==> src/include/rx_frame_defs.svh <==
`ifndef RX_FRAME_DEFS_SVH
`define RX_FRAME_DEFS_SVH

// legacy SIGNAL field length in bytes
`define RX_SIGNAL_BYTES 3

// reflected form of the 802.3 CRC-32 generator
`define RX_CRC_POLY 32'hEDB88320

// register preset before the first payload byte
`define RX_CRC_INIT 32'hFFFFFFFF

// magic remainder left after payload plus a correct FCS
// (msb-first view of the register)
`define RX_FCS_RESIDUE 32'hC704DD7B

`endif

==> src/rx_frame_pkg.sv <==
package rx_frame_pkg;

    ////////////////////////////////////////////////////////////////////////////
    // data widths
    ////////////////////////////////////////////////////////////////////////////

    typedef logic [7:0] byte_t;

    // byte 0 of the SIGNAL field sits in bits 7..0
    typedef logic [23:0] signal_word_t;

    typedef logic [3:0] rate_t;

    // payload length incl. FCS, also used for byte counts
    typedef logic [11:0] pkt_len_t;

    typedef logic [31:0] crc_t;

    ////////////////////////////////////////////////////////////////////////////
    // frame status
    ////////////////////////////////////////////////////////////////////////////

    typedef enum logic [2:0] {
        STATUS_OK               = 3'd0,
        STATUS_PARITY_FAIL      = 3'd1,
        STATUS_WRONG_RSVD       = 3'd2,
        STATUS_WRONG_TAIL       = 3'd3,
        STATUS_UNSUPPORTED_RATE = 3'd4,
        STATUS_WRONG_FCS        = 3'd5
    } status_code_e;

    ////////////////////////////////////////////////////////////////////////////
    // state machines
    ////////////////////////////////////////////////////////////////////////////

    typedef enum logic [1:0] {
        HS_IDLE,
        HS_ACKED,
        HS_WAIT_RELEASE
    } hs_state_e;

    typedef enum logic {
        PS_SIGNAL,
        PS_PAYLOAD
    } parser_state_e;

    typedef enum logic {
        PL_IDLE,
        PL_PAYLOAD
    } payload_state_e;

endpackage

==> src/byte_handshake_rx.sv <==
`timescale 1ns/1ps

module byte_handshake_rx import rx_frame_pkg::*; (
    input  logic  clock,
    input  logic  reset,
    input  logic  byte_req_i,
    input  byte_t byte_i,
    output logic  byte_ack_o,
    output logic  rx_valid_o,
    output byte_t rx_byte_o
);

    hs_state_e state;
    logic      capture;

    // a new request is only honoured from idle
    assign capture = (state == HS_IDLE) && byte_req_i;

    always_ff @(posedge clock) begin
        if (reset) begin
            state      <= HS_IDLE;
            byte_ack_o <= 1'b0;
            rx_valid_o <= 1'b0;
        end else begin
            rx_valid_o <= capture;
            case (state)
                HS_IDLE: begin
                    if (byte_req_i) begin
                        byte_ack_o <= 1'b1;
                        state      <= HS_ACKED;
                    end
                end
                // first ack cycle, rx_valid is high here
                HS_ACKED: begin
                    if (!byte_req_i) begin
                        byte_ack_o <= 1'b0;
                        state      <= HS_IDLE;
                    end else begin
                        state <= HS_WAIT_RELEASE;
                    end
                end
                // hold ack until the source lets go of req
                HS_WAIT_RELEASE: begin
                    if (!byte_req_i) begin
                        byte_ack_o <= 1'b0;
                        state      <= HS_IDLE;
                    end
                end
                default: begin
                    byte_ack_o <= 1'b0;
                    state      <= HS_IDLE;
                end
            endcase
        end
    end

    always_ff @(posedge clock) begin
        if (capture) begin
            rx_byte_o <= byte_i;
        end
    end

endmodule

==> src/signal_field_parser.sv <==
`timescale 1ns/1ps

`include "rx_frame_defs.svh"

module signal_field_parser import rx_frame_pkg::*; (
    input  logic         clock,
    input  logic         reset,
    input  logic         rx_valid_i,
    input  byte_t        rx_byte_i,
    output logic         header_strobe_o,
    output logic         header_ok_o,
    output status_code_e header_status_o,
    output rate_t        pkt_rate_o,
    output pkt_len_t     pkt_len_o,
    output logic         pay_valid_o,
    output byte_t        pay_byte_o,
    output logic         busy_o
);

    localparam logic [1:0] SIG_LAST = 2'(`RX_SIGNAL_BYTES - 1);

    parser_state_e state;
    signal_word_t  sig_word;
    signal_word_t  sig_next;
    logic [1:0]    sig_count;
    pkt_len_t      pay_count;
    // delays the busy release until the checker has its FCS verdict
    logic [1:0]    end_pipe;
    status_code_e  sig_status;

    rate_t         sig_rate;
    logic          sig_rsvd;
    pkt_len_t      sig_len;
    logic          sig_parity_ok;
    logic [5:0]    sig_tail;

    // new byte enters at the top, byte 0 ends up in bits 7..0
    assign sig_next = {rx_byte_i, sig_word[23:8]};

    assign sig_rate      = sig_next[3:0];
    assign sig_rsvd      = sig_next[4];
    assign sig_len       = sig_next[16:5];
    assign sig_parity_ok = ~^sig_next[17:0];
    assign sig_tail      = sig_next[23:18];

    // checks in priority order
    always_comb begin
        if (!sig_parity_ok) begin
            sig_status = STATUS_PARITY_FAIL;
        end else if (sig_rsvd) begin
            sig_status = STATUS_WRONG_RSVD;
        end else if (|sig_tail) begin
            sig_status = STATUS_WRONG_TAIL;
        end else if (!sig_rate[3]) begin
            sig_status = STATUS_UNSUPPORTED_RATE;
        end else begin
            sig_status = STATUS_OK;
        end
    end

    ////////////////////////////////////////////////////////////////////////////
    // frame FSM
    ////////////////////////////////////////////////////////////////////////////

    always_ff @(posedge clock) begin
        if (reset) begin
            state           <= PS_SIGNAL;
            sig_count       <= '0;
            pay_count       <= '0;
            end_pipe        <= '0;
            header_strobe_o <= 1'b0;
            header_ok_o     <= 1'b0;
            header_status_o <= STATUS_OK;
            pay_valid_o     <= 1'b0;
            busy_o          <= 1'b0;
        end else begin
            header_strobe_o <= 1'b0;
            pay_valid_o     <= 1'b0;
            end_pipe        <= {end_pipe[0], 1'b0};
            if (end_pipe[1]) begin
                busy_o <= 1'b0;
            end

            case (state)
                PS_SIGNAL: begin
                    if (rx_valid_i) begin
                        // may overlap the release of the previous frame
                        busy_o <= 1'b1;
                        if (sig_count == SIG_LAST) begin
                            sig_count       <= '0;
                            header_strobe_o <= 1'b1;
                            header_ok_o     <= (sig_status == STATUS_OK);
                            header_status_o <= sig_status;
                            if (sig_status != STATUS_OK || sig_len == '0) begin
                                busy_o <= 1'b0;
                            end else begin
                                pay_count <= '0;
                                state     <= PS_PAYLOAD;
                            end
                        end else begin
                            sig_count <= sig_count + 2'd1;
                        end
                    end
                end
                PS_PAYLOAD: begin
                    if (rx_valid_i) begin
                        pay_valid_o <= 1'b1;
                        pay_count   <= pay_count + 12'd1;
                        if (pay_count + 12'd1 == pkt_len_o) begin
                            end_pipe <= {end_pipe[0], 1'b1};
                            state    <= PS_SIGNAL;
                        end
                    end
                end
                default: begin
                    state <= PS_SIGNAL;
                end
            endcase
        end
    end

    // payload side, no reset needed
    always_ff @(posedge clock) begin
        if (rx_valid_i && state == PS_SIGNAL) begin
            sig_word <= sig_next;
            if (sig_count == SIG_LAST) begin
                pkt_rate_o <= sig_rate;
                pkt_len_o  <= sig_len;
            end
        end
        if (rx_valid_i && state == PS_PAYLOAD) begin
            pay_byte_o <= rx_byte_i;
        end
    end

endmodule

==> src/crc32_byte.sv <==
`timescale 1ns/1ps

`include "rx_frame_defs.svh"

module crc32_byte import rx_frame_pkg::*; (
    input  logic  clock,
    input  logic  reset,
    input  logic  clear_i,
    input  logic  enable_i,
    input  byte_t data_i,
    output crc_t  crc_o
);

    // one byte, lsb first, right-shifting register
    function automatic crc_t crc_fold(crc_t crc_in, byte_t data);
        crc_t c;
        c = crc_in;
        for (int i = 0; i < 8; i++) begin
            if (c[0] ^ data[i]) begin
                c = (c >> 1) ^ `RX_CRC_POLY;
            end else begin
                c = c >> 1;
            end
        end
        return c;
    endfunction

    always_ff @(posedge clock) begin
        if (reset || clear_i) begin
            crc_o <= `RX_CRC_INIT;
        end else if (enable_i) begin
            crc_o <= crc_fold(crc_o, data_i);
        end
    end

endmodule

==> src/payload_fcs_checker.sv <==
`timescale 1ns/1ps

`include "rx_frame_defs.svh"

module payload_fcs_checker import rx_frame_pkg::*; (
    input  logic         clock,
    input  logic         reset,
    input  logic         header_strobe_i,
    input  logic         header_ok_i,
    input  status_code_e header_status_i,
    input  pkt_len_t     pkt_len_i,
    input  logic         pay_valid_i,
    input  byte_t        pay_byte_i,
    output logic         byte_out_strobe_o,
    output byte_t        byte_out_o,
    output pkt_len_t     byte_count_o,
    output logic         fcs_strobe_o,
    output logic         fcs_ok_o,
    output status_code_e status_code_o
);

    payload_state_e state;
    status_code_e   status_q;
    logic           crc_clear;
    logic           crc_enable;
    crc_t           crc_value;
    crc_t           crc_msb_first;
    logic           last_byte;
    logic           fcs_match;

    assign crc_clear  = header_strobe_i && header_ok_i;
    assign crc_enable = pay_valid_i && (state == PL_PAYLOAD);

    crc32_byte crc_i (
        .clock    (clock),
        .reset    (reset),
        .clear_i  (crc_clear),
        .enable_i (crc_enable),
        .data_i   (pay_byte_i),
        .crc_o    (crc_value)
    );

    // residue is given msb first, the register runs reflected
    assign crc_msb_first = {<<{crc_value}};
    assign fcs_match     = (crc_msb_first == `RX_FCS_RESIDUE);

    // register already holds the last byte when its strobe is out
    assign last_byte = (state == PL_PAYLOAD) && byte_out_strobe_o
                       && (byte_count_o == pkt_len_i);

    // header status shows up in the same cycle as the header strobe
    assign status_code_o = header_strobe_i ? header_status_i : status_q;

    ////////////////////////////////////////////////////////////////////////////
    // count, verdict and status
    ////////////////////////////////////////////////////////////////////////////

    always_ff @(posedge clock) begin
        if (reset) begin
            state             <= PL_IDLE;
            byte_out_strobe_o <= 1'b0;
            byte_count_o      <= '0;
            fcs_strobe_o      <= 1'b0;
            fcs_ok_o          <= 1'b0;
            status_q          <= STATUS_OK;
        end else begin
            byte_out_strobe_o <= 1'b0;
            fcs_strobe_o      <= 1'b0;

            if (header_strobe_i) begin
                status_q     <= header_status_i;
                byte_count_o <= '0;
                state        <= header_ok_i ? PL_PAYLOAD : PL_IDLE;
            end else if (state == PL_PAYLOAD) begin
                if (pay_valid_i) begin
                    byte_out_strobe_o <= 1'b1;
                    byte_count_o      <= byte_count_o + 12'd1;
                end
                if (last_byte) begin
                    fcs_strobe_o <= 1'b1;
                    fcs_ok_o     <= fcs_match;
                    status_q     <= fcs_match ? STATUS_OK : STATUS_WRONG_FCS;
                    state        <= PL_IDLE;
                end
            end
        end
    end

    always_ff @(posedge clock) begin
        if (pay_valid_i) begin
            byte_out_o <= pay_byte_i;
        end
    end

endmodule

==> src/rx_frame_top.sv <==
`timescale 1ns/1ps

module rx_frame_top import rx_frame_pkg::*; (
    input  logic         clock,
    input  logic         reset,
    input  logic         byte_req_i,
    input  byte_t        byte_i,
    output logic         byte_ack_o,
    output logic         demod_busy_o,
    output logic         header_strobe_o,
    output logic         header_ok_o,
    output rate_t        pkt_rate_o,
    output pkt_len_t     pkt_len_o,
    output logic         byte_out_strobe_o,
    output byte_t        byte_out_o,
    output pkt_len_t     byte_count_o,
    output logic         fcs_strobe_o,
    output logic         fcs_ok_o,
    output status_code_e status_code_o
);

    logic         rx_valid;
    byte_t        rx_byte;
    logic         pay_valid;
    byte_t        pay_byte;
    status_code_e header_status;

    ////////////////////////////////////////////////////////////////////////////
    // handshake -> SIGNAL parser -> payload and FCS
    ////////////////////////////////////////////////////////////////////////////

    byte_handshake_rx handshake_i (
        .clock      (clock),
        .reset      (reset),
        .byte_req_i (byte_req_i),
        .byte_i     (byte_i),
        .byte_ack_o (byte_ack_o),
        .rx_valid_o (rx_valid),
        .rx_byte_o  (rx_byte)
    );

    signal_field_parser parser_i (
        .clock           (clock),
        .reset           (reset),
        .rx_valid_i      (rx_valid),
        .rx_byte_i       (rx_byte),
        .header_strobe_o (header_strobe_o),
        .header_ok_o     (header_ok_o),
        .header_status_o (header_status),
        .pkt_rate_o      (pkt_rate_o),
        .pkt_len_o       (pkt_len_o),
        .pay_valid_o     (pay_valid),
        .pay_byte_o      (pay_byte),
        .busy_o          (demod_busy_o)
    );

    payload_fcs_checker checker_i (
        .clock             (clock),
        .reset             (reset),
        .header_strobe_i   (header_strobe_o),
        .header_ok_i       (header_ok_o),
        .header_status_i   (header_status),
        .pkt_len_i         (pkt_len_o),
        .pay_valid_i       (pay_valid),
        .pay_byte_i        (pay_byte),
        .byte_out_strobe_o (byte_out_strobe_o),
        .byte_out_o        (byte_out_o),
        .byte_count_o      (byte_count_o),
        .fcs_strobe_o      (fcs_strobe_o),
        .fcs_ok_o          (fcs_ok_o),
        .status_code_o     (status_code_o)
    );

endmodule

==> config.mk <==
export PLATFORM = sky130hd
export DESIGN_NAME = rx_frame_top
export DESIGN_NICKNAME = d
export VERILOG_FILES = /design/src/rx_frame_pkg.sv /design/src/byte_handshake_rx.sv /design/src/signal_field_parser.sv /design/src/crc32_byte.sv /design/src/payload_fcs_checker.sv /design/src/rx_frame_top.sv
export VERILOG_INCLUDE_DIRS = /design/src /design/src/include
export SDC_FILE = /design/constraint.sdc
export NUM_CORES = 1
export LEC_CHECK = 0
export BUFFER_PORTS_ARGS = -buffer_cell sky130_fd_sc_hd__buf_2
export CAP_MARGIN = 20
export CORE_MARGIN = 4
export CORE_UTILIZATION = 30
export CTS_CLUSTER_SIZE = 8
export DETAILED_ROUTE_END_ITERATION = 8
export GPL_TIMING_DRIVEN = 0
export PLACE_DENSITY = 0.53
export SLEW_MARGIN = 25
export SYNTH_ARGS = -nofsm -noshare
export SYNTH_HDL_FRONTEND = slang
export SYNTH_SLANG_ARGS = --single-unit
==> constraint.sdc <==
create_clock -name clock -period 6.35 [get_ports clock]
set_clock_uncertainty 0.15 [all_clocks]
set_input_delay 0.635 -clock clock [delete_from_list [all_inputs] [get_ports clock]]
set_output_delay 0.635 -clock clock [all_outputs]
set_load 0.02 [all_outputs]
==> implementation parameters, run 1 <==
Parameter                              Value

Status
  Status    complete, no violations

STA
  Unrepaired setup endpoints after global routing    no
  Final total negative setup slack    0 ns
  Max Clk Rate    343.9 MHz
  Setup violations, final    0
  Pins Over Slew Limit    0
  Max-slew headroom at the worst pin    0.3080
  Final critical path time including I/O delays and setup    2.908 ns
  Transition time of the tightest slew-check pin    1.029 ns
  Final setup margin    3.442 ns
  Number of failing hold endpoints at the final stage    0
  Share of the cycle needed by the critical path after routing    0.4580

Synth
  Total of flip-flops plus latches after synthesis    135
  Number of distinct library cell variants in the gate-level netlist after synthesis    54
  Number of instances in the synthesized netlist    583
  Primary FF master, synth    dfxtp_1
  Syn_area_per_cell    10.73 um^2
  Synthesized netlist net count    599
  Synth warn    0
  Share of the yosys chip area belonging to registers    0.5214
  Summed instance area of the synthesized netlist    6259 um^2
  EDFF count, synth    56
  Post-synth ARST share    0

Floorplanning
  Overall die area    23240 um^2
  I/O Pins    57
  Height of the die    152.4 um
  Initial standard-cell utilization of the core    0.3073
  Area of the core    20360 um^2
  Row Count    52
  Die X    152.4 um

CTS
  Register clock-pin slew on the reported worst setup and hold paths    0.06 ns
  # clock sinks    135
  Library cell used as clock root buffer    clkbuf_16
  Source-to-sink clock delay at the later pin of the worst-skew pair    0.42 ns
  Num CTS Buffers    17
  Longest Clk Path Bufs    2
  TritonCTS clock tree    yes
  Count of instances resized after the clock tree is built    0
  Number of buffers inserted to repair setup after CTS    0
  Clock H-tree levels    4
  Hold-fix buffers, CTS    0

Worst setup path
  Maximum fanout along the worst path    8
  Most prevalent standard cell on the critical path    xnor2_1
  Cell Chain, Critical Path    xnor2_1 -> xnor3_1 -> xnor2_1 -> xnor2_1 -> o31ai_1 -> o21ai_0
  Worst R2R Setup Slack    3.44 ns
  Nature of the critical path startpoint    flip-flop
  Start-to-end type of the worst setup path    flip-flop to flip-flop
  Worst endpoint required time    6.46 ns
  Arrival time of the worst setup path    3.02 ns
  Slowest library cell on the worst path    o31ai_1
  Critical path endpoint category    flip-flop
  Max stage delay on crit path    0.92 ns

Power and ir drop
  Switching fraction of total power    0.2372
  Seq pwr share    0.476
  Static leakage    0.002788 uW
  Power dissipated by switching net loads    464.1 uW
  Worst vdd rail ir drop    176.1 uV
  P_int    1493 uW
  Clock network fraction of total power    0.485
  Combinational share of power    0.038
  Power Density    262.9 nW/um^2

Route
  Drt drc    0
  Total wire length after detailed routing    15500 um
  WL per Instance    16.47 um
  Count of vias placed by the detailed router    4627
  DR pass1 iterations    5
  Post-DR vias/cell    4.917
  Post-route antenna net violation count    0
  Initial drt markers    335

Placed design
  Final Wtd Congestion    0.8837
  Count of input and output buffers    56
  Worst slack, placed    3.481 ns
  Inst Count DP    909
  Detailed placer's ending HPWL    11540 um

Cells and area
  Layout overhead on the synthesized area    18.93%
  Final core utilization    0.3655
  Layout cells sized above 1    0.1535
  Post-Layout Cell Count    941
  Net count, final    674
  Antenna cell count    0

Global routing
  Initial antenna violation count    0
  Total grt overflow    0
  Wire length of the first global-routing pass    24610 um
  Total routing usage reported by global routing    0.1323
  Vias in the first global route    4525
  Pin count of the biggest net entering global routing    19

Hold path
  Min-Delay Path Class    input port to flip-flop

Flow run
  Maximum Capacitance Violations    0
==> power groups by stage <==
| stage | Clock, uW | Sequential, uW | Combinational (uW) |
|---|---|---|---|
| after CTS | 968 | 933 | 75.4 |
| after global routing | 1000 | 934 | 85.1 |
| after detailed placement | 0 | 952 | 75.3 |
| final | 949 | 932 | 75.3 |
| after global placement | 0 | 951 | 72.9 |
| after floorplan | 0 | 947 | 52.5 |
==> sequential cells by signal, indices dropped and copies added, names as in the netlist, 2 cells and up <==
register                  flops
parser_i.header_status_o      3
parser_i.sig_word            16
parser_i.end_pipe             2
parser_i.pkt_len_o           12
checker_i.status_q            3
checker_i.byte_count_o       12
parser_i.pay_byte_o           8
parser_i.pkt_rate_o           4
parser_i.sig_count            2
handshake_i.rx_byte_o         8
parser_i.pay_count           12
checker_i.byte_out_o          8
handshake_i.state             2
checker_i.crc_i.crc_o        32
==> cells in the final DEF, fill, tap and decap left out, drive strengths merged, types with 5 or more instances in the layout <==
cell	instances
a21oi	18
nand4	9
xnor2	89
nor2	37
nor3	10
inv	25
buf	58
o211ai	36
a31oi	6
xor2	32
nor2b	7
ha	5
nand4b	5
mux2i	5
clkinv	5
clkbuf	38
o21ai	8
edfxtp	56
nand3	16
dfxtp	79
nor4	10
nand2	67
==> kinds of logic (layout without fill, tap and decap cells) <==
logic type / count (synthesis) / in the layout / share of synthesized area
AND/OR/NAND/NOR: 183 / 183 / 0.1413
flip-flops: 135 / 135 / 0.5214
XOR/XNOR: 122 / 122 / 0.1909
AO/OA/AOI/OAI: 89 / 89 / 0.09956
buffers and inverters: 42 / 130 / 0.02519
multiplexers: 7 / 7 / 0.01160
adder cells (fa/ha/maj): 5 / 5 / 0.009996
==> final timing paths <==
| check | startpoint | end | cells after the start |
|---|---|---|---|
| hold reg to reg | parser_i.end_pipe[0] | parser_i.end_pipe[1] | 1 |
| setup reg to reg | parser_i.sig_word[11] | parser_i.pay_count[10] | 6 |
| hold / removal | byte_i[1] | handshake_i.rx_byte_o[1] | 1 |
| setup / recovery | parser_i.sig_word[11] | parser_i.pay_count[10] | 6 |
==> through the flow <==
step / hold slack [ns] / cell area (um^2) / power [uW]
after floorplan: 0.2638 / 6259 / 999.5
after global placement: 0.2696 / 6877 / 1024
after detailed placement: 0.3041 / 6877 / 1027
after CTS: 0.2161 / 7443 / 1976
after global routing: 0.2161 / 7443 / 2022
final: 0.2387 / 7443 / 1957
==> area by class of cell <==
cell class	count	area, um^2
clock inverters	15	141.4
clock buffers	17	425.4
inverters	19	71.32
well taps	270	337.8
multi-input cells	406	2838
flip-flops and latches	135	3263
plain buffers	23	86.33
fillers	2042	12920
repair buffers	56	280.3
==> synthesized netlist by cell type, drive strengths merged, types with 2 or more instances <==
cell / n / area share
xnor2: 89 / 0.14
dfxtp: 79 / 0.25
nand2: 67 / 0.040
edfxtp: 56 / 0.27
nor2: 37 / 0.022
o211ai: 36 / 0.044
xor2: 32 / 0.051
clkbuf: 21 / 0.013
a21oi: 18 / 0.014
inv: 18 / 0.011
nand3: 16 / 0.013
nor3: 10 / 0.0080
nor4: 10 / 0.010
nand4: 9 / 0.0090
o21ai: 8 / 0.0064
nor2b: 7 / 0.0070
a31oi: 6 / 0.0060
ha: 5 / 0.010
mux2i: 5 / 0.0080
nand4b: 5 / 0.0070
and3: 4 / 0.0040
or3: 4 / 0.0040
or4: 3 / 0.0036
a211o: 2 / 0.0028
a21o: 2 / 0.0024
and2: 2 / 0.0020
and3b: 2 / 0.0028
and4: 2 / 0.0028
buf: 2 / 0.0012
mux2: 2 / 0.0036
o2111ai: 2 / 0.0028
o311ai: 2 / 0.0028
o31ai: 2 / 0.0024
or2: 2 / 0.0020
==> worst max-delay path, delay by kind of cell (launching register included) <==
family          cells  cell delay (ns)
compound gates      2             1.10
xor+xnor            4             1.06
flops               1             0.45
==> layer usage <==
metal	track usage	up-vias	routed length [um]
met5	0	-	0
met4	0.06025	0	394
met3	0.02982	29	749
met2	0.1979	139	6930
met1	0.1829	2248	7427
li1	-	2211	-
Note: power is estimated with default switching activity, not from simulation.
==> run 2: changes to the inputs <==
clock period = 2.85 ns   (was 6.35 ns; I/O delays follow)
==> run 2 against run 1 <==
Against the previous run:
- wire length rose by 0.41%
- utilization increased by 0.42 points
- via count increased by 0.13%
- global-route usage about the same
- clock power grew 120%
- critical path depth rose by 1
- cell count is 0.85% higher
- largest cell class unchanged
==> implementation parameters, run 2 (synthesis gave the netlist of run 1 again) <==
Parameter                              Value

Cells and area
  Net count, final    682
  Largest Register    checker_i.crc_i.crc_o
  Top flop regs    checker_i.crc_i.crc_o: 32 flops, parser_i.sig_word: 16 flops
  Antenna cell count    0
  Max reg flops    32
  Layout cells sized above 1    0.1532
  Layout overhead on the synthesized area    20.29%
  Top library cells by usage in the layout, fill and taps aside    xnor2_1, dfxtp_1, nand2_1, edfxtp_1, buf_2

CTS
  # clock sinks    135
  Clock H-tree levels    4
  Longest Clk Path Bufs    2
  Register clock-pin slew on the reported worst setup and hold paths    0.06 ns
  Source-to-sink clock delay at the later pin of the worst-skew pair    0.42 ns
  TritonCTS clock tree    yes
  Number of buffers inserted to repair setup after CTS    0
  Library cell used as clock root buffer    clkbuf_16
  Num CTS Buffers    17

STA
  Setup violations, final    0
  Final critical path time including I/O delays and setup    2.580 ns
  Unrepaired setup endpoints after global routing    no
  Transition time of the tightest slew-check pin    0.8460 ns
  Number of failing hold endpoints at the final stage    0
  Final total negative setup slack    0 ns
  Share of the cycle needed by the critical path after routing    0.9052
  Final setup margin    0.2701 ns
  Max-slew headroom at the worst pin    0.4319
  Pins Over Slew Limit    0
  Max Clk Rate    387.6 MHz

Route
  Count of vias placed by the detailed router    4633
  Post-route antenna net violation count    0
  Total wire length after detailed routing    15570 um
  WL per Instance    16.40 um
  Post-DR vias/cell    4.882
  DR pass1 iterations    5
  Drt drc    0
  Initial drt markers    296

Floorplanning
  I/O Pins    57
  Height of the die    152.4 um
  Initial standard-cell utilization of the core    0.3073
  Die X    152.4 um
  Overall die area    23240 um^2
  Area of the core    20360 um^2
  Row Count    52

Power and ir drop
  Seq pwr share    0.475
  Total design power    4372 uW
  Static leakage    0.002823 uW
  Power Density    580.7 nW/um^2
  P_int    3333 uW
  Combinational share of power    0.041
  Switching fraction of total power    0.2377
  Worst vdd rail ir drop    392.4 uV
  Power dissipated by switching net loads    1039 uW
  Clock network fraction of total power    0.484

Worst setup path
  Worst R2R Setup Slack    0.27 ns
  Endpoint of the most critical register-to-register path    parser_i.end_pipe[0]
  Worst endpoint required time    3.05 ns
  Critical path startpoint    parser_i.pay_count[4]
  Nature of the critical path startpoint    flip-flop
  Critical path endpoint category    flip-flop
  Maximum fanout along the worst path    9
  Endpoint of the most critical setup path    parser_i.end_pipe[0]
  Depth of the worst register-to-register path    7
  Arrival time of the worst setup path    2.78 ns
  Start-to-end type of the worst setup path    flip-flop to flip-flop
  RR Startpoint    parser_i.pay_count[4]

Placed design
  Final Wtd Congestion    0.8837
  Worst slack, placed    -0.01923 ns
  Detailed placer's ending HPWL    11540 um
  Count of input and output buffers    56

Hold path
  Min-Delay Path Class    input port to flip-flop

Global routing
  Initial antenna violation count    0
  Total routing usage reported by global routing    0.1326
  Vias in the first global route    4543
  Total grt overflow    0
  Pin count of the biggest net entering global routing    19
  Wire length of the first global-routing pass    24670 um

Status
  Status    complete, no violations

Flow run
  Maximum Capacitance Violations    0
-- run 2: through the flow --
step,cell area (um^2),hold slack [ns],utilization,std cells
2_1_floorplan,6259,0.2339,-,583
3_3_place_gp,6877,0.2696,0.3377,909
3_5_place_dp,6877,0.3041,0.3377,909
4_1_cts,7528,0.03220,0.3697,949
5_1_grt,7528,0.03932,0.3697,949
6_report,7528,0.05452,0.3697,949
-- run 2: worst max-delay path, cell delays in order, from the launching register on --
cell	delay [ns]
dfxtp_1	0.30
clkbuf_1	0.30
nand3_1	0.22
nor2_1	0.43
mux2_2	0.24
a31oi_1	0.10
nor4_1	0.54
and2_1	0.22
-- run 2: cell type report --
class | instances | area (um^2)
inverters | 19 | 71.32
clock buffers | 17 | 425.4
plain buffers | 23 | 86.33
repair buffers | 64 | 360.3
multi-input cells | 406 | 2843
clock inverters | 15 | 141.4
fillers | 2036 | 12840
well taps | 270 | 337.8
flip-flops and latches | 135 | 3263
-- run 2: what timing repair did --
| action | 4_1_cts | 5_1_grt |
|---|---|---|
| gates resized for setup | 1 | 0 |
| endpoints found under the setup margin | 2 | 0 |
| hold buffers | 8 | 0 |
| hold endpoints to repair | 8 | 0 |
-- run 2: power by group through the flow --
stage | clock (uW) | combinational (uW) | sequential [uW]
5_1_grt | 2240 | 201 | 2080
3_5_place_dp | 0 | 168 | 2120
3_3_place_gp | 0 | 162 | 2120
2_1_floorplan | 0 | 117 | 2110
4_1_cts | 2160 | 179 | 2080
6_report | 2120 | 178 | 2080
-- run 2: worst min-delay path by stage --
| stage | startpoint | to | slack, ns | cells past startpoint |
|---|---|---|---|---|
| after floorplan | byte_i[0] | handshake_i.rx_byte_o[0] | 0.23 | 0 |
| after global placement | parser_i.end_pipe[0] | parser_i.end_pipe[1] | 0.27 | 1 |
| after detailed placement | parser_i.end_pipe[0] | parser_i.end_pipe[1] | 0.30 | 1 |
| after CTS | byte_req_i | handshake_i.state[0] | 0.03 | 3 |
| after global routing | byte_req_i | handshake_i.state[0] | 0.04 | 3 |
| final | byte_req_i | handshake_i.state[0] | 0.05 | 3 |
-- run 2: layer usage --
metal  GRT usage  wire length [um]  up-vias
met1      0.1838              7439     2261
met3     0.02897               718       28
li1            -                 -     2228
met5           0                 0        -
met2      0.1983              7024      116
met4     0.06025               382        0
